**src/hw/video_timing_pkg.sv**
```systemverilog
// Scan geometry defaults and scan position types, used by the timing and display blocks
package video_timing_pkg;

  //////////////////////////////
  // Default 128x96 geometry
  //////////////////////////////
  localparam int H_ACTIVE = 128;
  localparam int H_FRONT  = 8;
  localparam int H_SYNC   = 16;
  localparam int H_BACK   = 8;   // 160 counts per line

  localparam int V_ACTIVE = 96;
  localparam int V_FRONT  = 2;
  localparam int V_SYNC   = 2;
  localparam int V_BACK   = 4;   // 104 lines per frame

  //////////////////////////////
  // Scan types
  //////////////////////////////
  typedef logic [6:0] column_t;   // Active column 0..127
  typedef logic [6:0] row_t;      // Active row 0..95
  typedef logic [7:0] h_count_t;  // Whole line
  typedef logic [6:0] v_count_t;  // Whole frame

  // Current scan position, as seen by memory and output stage
  typedef struct packed {
    column_t column;
    row_t    row;
    logic    active;   // Inside the visible region
    logic    hsync_n;
    logic    vsync_n;
  } scan_pos_t;

endpackage

```
**src/hw/frame_timing.sv**
```systemverilog
// Vertical line counter stepped by the line-end strobe; drives row, vsync and the active flag
`timescale 1ns/1ps

module frame_timing #(
  parameter int V_ACTIVE = video_timing_pkg::V_ACTIVE,
  parameter int V_FRONT  = video_timing_pkg::V_FRONT,
  parameter int V_SYNC   = video_timing_pkg::V_SYNC,
  parameter int V_BACK   = video_timing_pkg::V_BACK
) (
  input  logic                   clk,
  input  logic                   reset_synchronous,
  input  logic                   line_end,
  output video_timing_pkg::row_t row,
  output logic                   v_active,
  output logic                   vsync_n
);

  localparam int V_TOTAL = V_ACTIVE + V_FRONT + V_SYNC + V_BACK;

  localparam video_timing_pkg::v_count_t ACTIVE_END = video_timing_pkg::v_count_t'(V_ACTIVE);
  localparam video_timing_pkg::v_count_t SYNC_START =
    video_timing_pkg::v_count_t'(V_ACTIVE + V_FRONT);
  localparam video_timing_pkg::v_count_t SYNC_END   =
    video_timing_pkg::v_count_t'(V_ACTIVE + V_FRONT + V_SYNC);
  localparam video_timing_pkg::v_count_t LAST_LINE  = video_timing_pkg::v_count_t'(V_TOTAL - 1);

  video_timing_pkg::v_count_t v_count;

  // Steps once per line, on the clock
  always_ff @(posedge clk)
  begin
    if (reset_synchronous)
    begin
      v_count <= '0;
    end
    else if (line_end)
    begin
      if (v_count == LAST_LINE)
      begin
        v_count <= '0;  // New frame
      end
      else
      begin
        v_count <= v_count + video_timing_pkg::v_count_t'(1);
      end
    end
  end

  assign v_active = (v_count < ACTIVE_END);
  assign vsync_n  = !((v_count >= SYNC_START) && (v_count < SYNC_END));
  assign row      = video_timing_pkg::row_t'(v_count);

  // Counter stays inside the frame for any porch setting
  assert property (@(posedge clk) disable iff (reset_synchronous)
    v_count <= LAST_LINE);

endmodule

```
**config.mk**
```make
export PLATFORM = sky130hd
export DESIGN_NAME = frame_timing
export DESIGN_NICKNAME = d
export VERILOG_FILES = /design/src/hw/video_timing_pkg.sv /design/src/hw/frame_timing.sv
export SDC_FILE = /design/constraint.sdc
export NUM_CORES = 1
export LEC_CHECK = 0
export BUFFER_PORTS_ARGS = -buffer_cell sky130_fd_sc_hd__buf_2
export CORE_AREA = 4 4 41 43
export DETAILED_ROUTE_END_ITERATION = 10
export DIE_AREA = 0 0 45 47
export HOLD_SLACK_MARGIN = 0.02
export PLACE_DENSITY = 0.48
export SETUP_SLACK_MARGIN = 0.1
export SLEW_MARGIN = 30
export SYNTH_ARGS = -nofsm -noshare
export SYNTH_HDL_FRONTEND = slang
export SYNTH_SLANG_ARGS = --single-unit
```
**constraint.sdc**
```tcl
create_clock -name clk -period 1.1 [get_ports clk]
set_input_delay 0.055 -clock clk [delete_from_list [all_inputs] [get_ports clk]]
set_output_delay 0.055 -clock clk [all_outputs]
set_load 0.01 [all_outputs]
```
Word-level counts from Yosys, hierarchy flattened
Index checks and enable logic that the tools add are counted.
{ "word_totals": {"ff_bits": 7, "input_bits": 3, "output_inout_bits": 9} }
{ "op_classes": {"n_addsub": 1, "magnitude_cmp": 3, "eq_ne": 1, "mux": 1, "reduce_logical": 2} }
{ "ops": {"columns": ["op", "count"], "rows": [
  ["< comparator 7 bit, second input constant", 2],
  ["adder 7 x 1 -> 7 bit, second input constant", 1],
  ["equality test 7 bit, second input constant", 1],
  [">= comparator 7 bit, second input constant", 1],
  ["2-to-1 mux 7 bit", 1],
  ["logical AND 1 bit", 1],
  ["logical NOT 1 bit", 1]
]} }

Depth between registers and ports, before layout
Gate-level depths: netlist (run 1).
{ "logic_depth": {"depth_word": 3, "ltp_mapped": 4, "depth_no_buf": 4} }

Least setup slack after synthesis (run 1)
No wires, ideal clock.
{ "synth_timing": {"path_type": "register -> register", "start": "reg v_count[0], in the netlist row[0]", "end": "reg v_count[6], in the netlist row[6]", "t_arrival_ns": 1.240, "required_time_ns": 1.030, "setup_slack_ns": -0.209, "path_stages_with_launch": 5, "cell_sequence": "dfxtp_1 ha_1 nand3_1 or3_1 a21oi_1"} }
{ "synth_between": {"elab_chain_cells": 2, "elab_cells_between_ends": 3, "classes_between": "add/sub: 1; eq/ne: 1; mux: 1"} }
{ "synth_lines": {"columns": ["item", "line", "source"], "rows": [
  ["from (decl)", "frame_timing.sv:27", "video_timing_pkg::v_count_t v_count;"],
  ["from (signal assigned)", "frame_timing.sv:44", "v_count <= v_count + video_timing_pkg::v_count_t'(1);"],
  ["adder 7 x 1 -> 7 bit or equality test 7 bit (tied branches)", "frame_timing.sv:44, frame_timing.sv:38", null],
  ["2-to-1 mux 7 bit *", "frame_timing.sv:38", "if (v_count == LAST_LINE)"]
]} }
Every way passes the cells marked *; elsewhere a longest branch is shown, timed or not.
A chain may end at the register's enable or synchronous reset.

Worst setup path in the final report (run 1)
{ "layout_timing": {"start": "reg v_count[4], in the netlist row[4]", "end": "out vsync_n"} }
{ "layout_between": {"elab_chain_cells": 3, "elab_cells_between_ends": 4, "classes_between": "order compare: 2; reduce/logical: 2"} }
{ "layout_lines": {"columns": ["item", "line", "source"], "rows": [
  [">= comparator 7 bit or < comparator 7 bit (tied branches)", "frame_timing.sv:50", "assign vsync_n = !((v_count >= SYNC_START) && (v_count < SYNC_END));"],
  ["logical AND 1 bit *", "frame_timing.sv:50", null],
  ["logical NOT 1 bit *", "frame_timing.sv:50", null],
  ["to (decl)", "frame_timing.sv:15", "output logic vsync_n"]
]} }
Marks and branches as above.

==> results of run 1 <==
-- cell usage after synthesis, types with 2 or more instances --
cell type / n
dfxtp_1: 7
nand2_1: 7
a21oi_1: 4
a311o_1: 2
nand3_1: 2
nand4_1: 2
nor2_1: 2
o21ai_0: 2
or3_1: 2
xor2_1: 2
-- area by class of cell --
class	count	area share, %
Clock buffer	4	4.48
Multi-Input combinational cell	31	40.7
Tap cell	15	3.20
Inverter	1	0.640
Timing Repair Buffer	22	24.1
Sequential cell	7	26.9
-- path summary, 6_finish.rpt --
| check | end | from | slack (ns) | cells past startpoint |
|---|---|---|---|---|
| hold / removal | row[1] | reset_synchronous | 0.03 | 2 |
| hold reg to reg | row[5] | row[5] | 0.54 | 2 |
| setup reg to reg | row[5] | row[4] | -0.07 | 4 |
| setup / recovery | vsync_n | row[4] | -0.11 | 3 |
-- layer usage --
metal	vias to the layer above	share of wire, %	track usage [%]
met2	15	45	18.4
met4	0	1.3	7.02
met5	-	0	0
met1	177	45	13.0
li1	198	-	-
met3	2	8.8	7.28
-- cell families after synthesis --
group                    synth area share (%)
AND/OR/NAND/NOR                          26.2
AO/OA/AOI/OAI                            22.3
flip-flops                               39.7
XOR/XNOR                                 4.97
buffers and inverters                    3.19
adder cells (fa/ha/maj)                  3.55
-- critical path: stages (launching register included) --
cell and delay [ns]:
dfxtp_4 0.34, and4bb_4 0.35, nand3b_1 0.07, buf_2 0.14
-- metrics by stage --
stage / area (sq um) / power, uW / utilization [%]
floorplan: 390 / 292 / -
global placement: 498 / 317 / 38.3
detailed placement: 498 / 318 / 38.3
CTS: 558 / 567 / 42.9
global route: 587 / 595 / 45.1
finish: 587 / 556 / 45.1
-- power by group through the flow --
stage / registers (uW) / clock network, uW / logic [uW]
final: 260 / 237 / 59.5
after global routing: 261 / 266 / 68.0
after CTS: 260 / 249 / 58.1
after detailed placement: 267 / 0 / 50.9
after global placement: 266 / 0 / 51.0
after floorplan: 270 / 0 / 22.7
-- timing repair --
action,in CTS,in global routing
gates resized for setup,1,6
endpoints found under the setup margin,6,8
hold buffers,0,0
pin swaps,8,5
setup buffers,4,1
==> impl_results.md, run 1 <==
* CTS sink cnt at 7
* Layout area overhead at 66.3%
* Sequential power share at 46.8%
* Combinational Power Share at 10.7%
* Via/cell ratio at 4.90
* Num ports at 12
* Final worst setup slack at -0.110 ns
* Mapped Area at 353 sq um
* Crit Path Category: flip-flop to output pin
* Multi-input logic area at 239 sq um
* Leakage at 0.000242 uW
* WP data arrival at 1.15 ns
* Final global-route overflow total at 0
* Layout fillers at 149
* Drt total wl at 946 um
* Drt wl/cell at 11.8 um
* Input/output buffers at 11
* Final Max Slew Viols at 0
* Router iterations before antenna repair at 3
* Routability congestion estimate at 0.655
* TritonCTS buffer count at 3
* Maximum VDD drop at 0.420 mV
* Via Count at 392
* Most common cell after layout, fill and taps aside: buf_2
* CTS tree: built
* Ys async rst share at 0%
* Status: complete, but fails checks
* Chip width at 45 um
* Inserted Diodes at 0
* Antenna violations before repair at 0
* Clock Pin Slew Worst Setup and Hold Paths at 0.05 ns
* Crit share post-route at 110%
* Routed Antenna Nets at 0
* Post-synth EDFFs at 0
* H-tree depth at 1
* Clk buf depth at 2
* RSZ-0062 raised after global routing: true
* Synthesis Warnings at 0
* Areal power density over the cells at 948 nW/um^2
* Fmax at 827 MHz
* Startpoint Class: flip-flop
* Sum Neg Setup Slack at -0.301 ns
* Layout cell share with drive strength beyond 1 at 64.6%
* Most frequent cells in the layout: buf_2 (11), buf_4 (10), nand2_1 (6)
* Violated checks: setup timing
* Post-DP HPWL at 675 um
* Placed instance count at 71
* Worst Hold Class: primary input to flip-flop
* Gr usage total at 12.1%
* Initial Util at 27.1%
* Clk_lat worst skew at 0.25 ns
* Worst EP required at 1.04 ns
* Remaining DRCs at 0
* Setup WS pre-CTS at 0.00287 ns
* Largest net degree at the start of global routing at 8
* Full die area at 2120 sq um
* Post-synth net total at 44
* Iteration-0 DRC Markers at 2
* CP Max Fanout at 4
* Sequential cell area fraction in the yosys report at 39.7%
* Crit path capture type: output pin
* Core footprint at 1300 sq um
* Internal Power at 422 uW
* Vias in the first global route at 403
* Setup Skew at 0.00369 ns
* Area contributors post-synth: dfxtp_1 (40%), nand2_1 (7.4%), a21oi_1 (5.7%)
* Syn_area_per_cell at 8.82 sq um
* Worst-margin pin slew at 0.205 ns
* Predominant post-synthesis flop cell: dfxtp_1
* Max reg flops at 7
* Number of max-cap violations at 0
* #FFs+latches synth at 7
* Slew headroom at 86.2%
* Post-synth top area share at 39.7%
* Clock Power Share at 42.6%
* Final setup fails at 4
* Post-Syn Instances at 40
* NetSw at 134 uW
* Distinct cells, synth at 18
* Reg area at 158 sq um
* Fin nets at 70
* FP Rows at 13
* Count of final hold-check violations at 0
* Final Non-Filler Cells at 80
* Hold_ws at 0.0342 ns
* CTS root buf: clkbuf_4
* Vert. Die Dim at 47 um
* Crit path time final at 1.21 ns
* Switching Fraction at 24.1%
* Area leader, netlist: dfxtp_1
* First-pass GRT wire length at 1730 um
(Power assumes the default switching activity.)
==> inputs of run 2 (changes only) <==
--- a/config.mk
+++ b/config.mk
@@ -6,11 +6,13 @@
 export NUM_CORES = 1
 export LEC_CHECK = 0
 export BUFFER_PORTS_ARGS = -buffer_cell sky130_fd_sc_hd__buf_2
-export CORE_AREA = 4 4 41 43
+export CELL_PAD_IN_SITES_DETAIL_PLACEMENT = 1
+export CELL_PAD_IN_SITES_GLOBAL_PLACEMENT = 2
+export CORE_MARGIN = 4
+export CORE_UTILIZATION = 22
 export DETAILED_ROUTE_END_ITERATION = 10
-export DIE_AREA = 0 0 45 47
 export HOLD_SLACK_MARGIN = 0.02
-export PLACE_DENSITY = 0.48
+export PLACE_DENSITY = 0.65
 export SETUP_SLACK_MARGIN = 0.1
 export SLEW_MARGIN = 30
 export SYNTH_ARGS = -nofsm -noshare
==> constraint.sdc (replaced) <==
create_clock -name clk -period 1 [get_ports clk]
set_input_delay 0.05 -clock clk [delete_from_list [all_inputs] [get_ports clk]]
set_output_delay 0.05 -clock clk [all_outputs]
set_load 0.01 [all_outputs]
==> run 2 against run 1 <==
  * The run still ends with setup timing left
  * Sequential share of layout area shrank 5.9 points
  * Hold slack improved by 0.0019 ns
  * Clock power rose by 11%
  * Critical path type unchanged
  * Count of clock-buffer cells in the layout stayed put
  * Clock skew rose by 0.0016 ns
  * Setup slack worse by 0.089 ns
  * Routed wire length increased by 44%
  * Cell count is 14% higher
  * Power is 16% higher
  * Design area rose by 31%
  * Via count grew 13%
==> impl_results.md, run 2 (synthesis gave the netlist of run 1 again) <==
* Status: complete, but fails checks
* Violated checks: setup timing
* Cell Chain, Critical Path: and4bb_4 -> nand3b_1 -> buf_2
* Leakage at 0.000319 uW
* Most frequent cells in the layout: buf_6 (15), buf_4 (12), nand2_1 (5), dfxtp_4 (5), buf_2 (4)
* Number of max-cap violations at 0
* Antenna violations before repair at 0
* Maximum VDD drop at 0.464 mV
* M2 GR Usage at 22.4%
* Global route hottest layer: met2
* Fin nets at 80
* Initial Util at 23.4%
* Met3 usage at 6.77%
* Routed Antenna Nets at 0
* Vert. Die Dim at 48.0 um
* Cts hold-fix bufs at 0
* Remaining DRCs at 0
* Worst Hold Class: primary input to flip-flop
* Sum Neg Setup Slack at -1.01 ns
* Final worst setup slack at -0.199 ns
* WP data arrival at 1.15 ns
* Core footprint at 1510 sq um
* GR met1 Demand/Resource at 14.8%
* Clock Pin Slew Worst Setup and Hold Paths at 0.05 ns
* Worst path max stage delay at 0.35 ns
* RSZ-0062 raised after global routing: true
* Crit-path leading delay family: simple AND/OR/NAND/NOR gates
* Iteration-0 DRC Markers at 1
* Drt wl/cell at 15.0 um
* H-tree depth at 1
* Full die area at 2310 sq um
* Final Non-Filler Cells at 91
* Gr usage total at 13.3%
* Num ports at 12
* Final setup fails at 9
* Areal power density over the cells at 838 nW/um^2
* Design area at 771 sq um
* Routability congestion estimate at 0.791
* Setup Skew at 0.00528 ns
* CP max stage cell: and4bb_4
* First-pass GRT wire length at 2050 um
* Vias in the first global route at 448
* Clk buf depth at 2
* Via/cell ratio at 4.85
* Startpoint Class: flip-flop
* CTS tree: built
* FP Rows at 14
* Final global-route overflow total at 0
* Total power at 646 uW
* Count of final hold-check violations at 0
* Crit share post-route at 120%
* Largest net degree at the start of global routing at 9
* Post-DP HPWL at 936 um
* TritonCTS buffer count at 3
* CP Max Fanout at 4
* Final Max Slew Viols at 0
* Worst EP required at 0.95 ns
* Post-placement cell area at 537 sq um
* Placed instance count at 77
* Crit path capture type: output pin
* Inserted Diodes at 0
* Layout cell share with drive strength beyond 1 at 72.0%
* Router iterations before antenna repair at 2
* Chip width at 48.0 um
* Most common cell after layout, fill and taps aside: buf_6
* Via Count at 441
* Clk_lat worst skew at 0.26 ns
* Worst-margin pin slew at 0.243 ns
* Crit path time final at 1.20 ns
* CTS root buf: clkbuf_4
* Drt total wl at 1360 um
* Crit Path Category: flip-flop to output pin
* CTS sink cnt at 7
* Max reg flops at 7
* CP bufs+invs at 1
* Input/output buffers at 11
* Slew headroom at 83.6%
* Layout area overhead at 118%
* Fmax at 834 MHz
==> run 2: report_power, final <==
group	internal (uW)	switching, uW
combinational	55.5	42.3
clock	153	110
sequential	276	9.20
total	484	161
==> run 2: worst paths after layout <==
check                    startpoint       to  slack, ns  cells past startpoint
setup / recovery             row[3]  vsync_n      -0.20                      3
hold / removal    reset_synchronous   row[1]       0.04                      2
setup reg to reg             row[0]   row[3]      -0.16                      4
hold reg to reg              row[0]   row[0]       0.58                      2
==> run 2: repair_timing <==
item,in CTS,in global routing
buffers inserted,7,4
endpoints found under the hold margin,0,0
pin swaps,12,8
resized for setup,18,9
setup endpoints to repair,14,15
==> run 2: routing by layer <==
metal  up-vias  share of wire (%)  wire length [um]
li1        221                  -                 -
met1       212                 41               562
met2         8                 54               736
met3         0                4.8                65
met4         0                  0                 0
met5         -                  0                 0
==> run 2: metrics by stage <==
stage / setup slack, ns / util, % / hold slack, ns
floorplan: -0.0995 / - / 0.109
global placement: -0.0902 / 35.6 / 0.296
detailed placement: -0.176 / 35.6 / 0.296
CTS: -0.208 / 47.6 / 0.0265
global route: -0.232 / 51.2 / 0.0434
finish: -0.199 / 51.2 / 0.0360
==> run 2: final cells by class <==
cell class,instances,area (sq um)
well taps,16,20.0
inverters,1,3.75
repair buffers,32,299
multi-input cells,31,260
flip-flops and latches,7,161
clock buffers,4,26.3
fillers,175,736
==> inputs of run 3 (changes only) <==
--- a/config.mk
+++ b/config.mk
@@ -9,10 +9,11 @@
 export CELL_PAD_IN_SITES_DETAIL_PLACEMENT = 1
 export CELL_PAD_IN_SITES_GLOBAL_PLACEMENT = 2
 export CORE_MARGIN = 4
-export CORE_UTILIZATION = 22
+export CORE_UTILIZATION = 27
 export DETAILED_ROUTE_END_ITERATION = 10
 export HOLD_SLACK_MARGIN = 0.02
-export PLACE_DENSITY = 0.65
+export PLACE_DENSITY = 0.74
+export REMOVE_ABC_BUFFERS = 1
 export SETUP_SLACK_MARGIN = 0.1
 export SLEW_MARGIN = 30
 export SYNTH_ARGS = -nofsm -noshare
==> constraint.sdc (replaced) <==
create_clock -name clk -period 1.5 [get_ports clk]
set_input_delay 0.075 -clock clk [delete_from_list [all_inputs] [get_ports clk]]
set_output_delay 0.075 -clock clk [all_outputs]
set_load 0.01 [all_outputs]
==> run 3 against run 2 <==
  * The run now ends clean
  * Global-route usage down 0.67 points
  * Sequential power decreased by 31%
  * Design area decreased by 40%
==> impl_results.md, run 3 (synthesis gave the netlist of run 1 again) <==
* Fin nets at 60
* Crit path time final at 1.30 ns
* Status: finished, final reports clean
* Setup Skew at 0.00614 ns
* Crit-path leading delay family: simple AND/OR/NAND/NOR gates
* Clock Power Share at 43.4%
* Initial Util at 30.1%
* Areal power density over the cells at 873 nW/um^2
* Via Count at 365
* Inserted Diodes at 0
* Clock Pin Slew Worst Setup and Hold Paths at 0.06 ns
* Num ports at 12
* Setup WS pre-CTS at 0.0724 ns
* Antenna violations before repair at 0
* CP Max Fanout at 7
* Maximum VDD drop at 0.342 mV
* Internal Power at 308 uW
* H-tree depth at 1
* Most common cell after layout, fill and taps aside: buf_2
* Worst Hold Class: primary input to flip-flop
* Remaining DRCs at 0
* Worst path max stage delay at 0.43 ns
* Clk buf depth at 2
* Router iterations before antenna repair at 3
* Routability congestion estimate at 0.666
* Met3 usage at 5.28%
* Worst EP required at 1.69 ns
* GR met1 Demand/Resource at 13.8%
* RSZ-0062 raised after global routing: false
* Final global-route overflow total at 0
* Sequential power share at 48.7%
* Gr usage total at 12.6%
* CTS root buf: clkbuf_4
* Final setup fails at 0
* CTS tree: built
* Global route hottest layer: met2
* Clk_lat worst skew at 0.25 ns
* CTS sink cnt at 7
* Design area at 465 sq um
* CP bufs+invs at 0
* Most frequent cells in the layout: buf_2 (11), nand2_1 (7), dfxtp_1 (6)
* Post-DP HPWL at 786 um
* Multi-input logic area at 214 sq um
* Leakage at 0.000181 uW
* Max reg flops at 7
* Iteration-0 DRC Markers at 1
* TritonCTS buffer count at 3
* Post-placement cell area at 425 sq um
* Final Max Slew Viols at 0
* Final worst setup slack at 0.201 ns
* Crit Path Category: flip-flop to flip-flop
* Vias in the first global route at 392
* Layout cell share with drive strength beyond 1 at 38.2%
* Worst-margin pin slew at 0.231 ns
* First-pass GRT wire length at 1780 um
* Drt wl/cell at 14.6 um
* Layout area overhead at 31.9%
* Count of final hold-check violations at 0
* Slew headroom at 84.4%
* Full die area at 1950 sq um
* Crit share post-route at 86.6%
* Largest net degree at the start of global routing at 8
* Switching Fraction at 24.3%
* Layout fillers at 144
* Vert. Die Dim at 44.2 um
* Chip width at 44.2 um
* NetSw at 98.6 uW
* Combinational Power Share at 7.9%
* Startpoint Class: flip-flop
* Routed Antenna Nets at 0
* Input/output buffers at 11
* CP max stage cell: dfxtp_1
* Sum Neg Setup Slack at 0 ns
* Cell Chain, Critical Path: ha_4 -> nand3_1 -> or3_1 -> a21oi_1
* Number of max-cap violations at 0
* Drt total wl at 1000 um
* Fmax at 770 MHz
* Reg area at 141 sq um
* Via/cell ratio at 5.29
* M2 GR Usage at 20.6%
* FP Rows at 12
* Core footprint at 1170 sq um
* WP data arrival at 1.49 ns
* Crit path capture type: flip-flop
-- run 3: cell count changes in the layout (fill, tap and decap cells not counted), moves of 2 or more --
cell | before | now
or3_1 | 0 | 2
a21oi_2 | 3 | 1
or3_4 | 2 | 0
nand2_2 | 2 | 0
a21oi_1 | 2 | 4
buf_6 | 15 | 0
nand2_1 | 5 | 7
buf_2 | 4 | 11
dfxtp_4 | 5 | 0
buf_4 | 12 | 1
dfxtp_1 | 0 | 6
-- run 3: metal layers --
metal	vias up	share of wire (%)
li1	181	-
met1	175	45
met2	7	49
met3	2	5.4
met4	0	0.50
met5	-	0
-- run 3: stage by stage --
step / hold slack [ns] / util (%) / instances / total power (uW)
final: 0.0554 / 39.7 / 69 / 406
after global routing: 0.0551 / 39.7 / 69 / 431
after floorplan: 0.144 / - / 39 / 215
after detailed placement: 0.335 / 36.3 / 65 / 231
after CTS: 0.0585 / 38.8 / 69 / 412
after global placement: 0.326 / 36.3 / 65 / 228
-- run 3: layout make-up --
| cell class | instances | share of cell area (%) |
|---|---|---|
| well taps | 14 | 3.76 |
| flip-flops and latches | 7 | 30.4 |
| inverters | 1 | 0.806 |
| repair buffers | 12 | 13.4 |
| multi-input cells | 31 | 46.0 |
| clock buffers | 4 | 5.65 |
-- run 3: worst register-to-register path, stage by stage (launching register included) --
cell and delay, ns:
dfxtp_1 0.43, ha_4 0.21, nand3_1 0.09, or3_1 0.35, a21oi_1 0.15
-- run 3: final timing paths --
| kind | slack, ns | startpoint | cells after the start | endpoint |
|---|---|---|---|---|
| min | 0.06 | reset_synchronous | 2 | row[0] |
| max | 0.20 | row[1] | 4 | row[6] |
| min reg2reg | 0.52 | row[0] | 2 | row[0] |
| max reg2reg | 0.20 | row[1] | 4 | row[6] |
-- run 3: timing repair --
action	CTS	global route
buffers inserted	0	0
gates resized for setup	1	2
pin swaps	0	0
hold buffers	0	0
setup endpoints to repair	1	1
-- run 3: power by group through the flow --
stage	clock [uW]	combinational [uW]	sequential, uW
floorplan	0	13.8	201
global placement	0	29.3	199
detailed placement	0	30.6	200
CTS	185	31.3	196
global route	195	37.7	198
finish	176	32.2	198
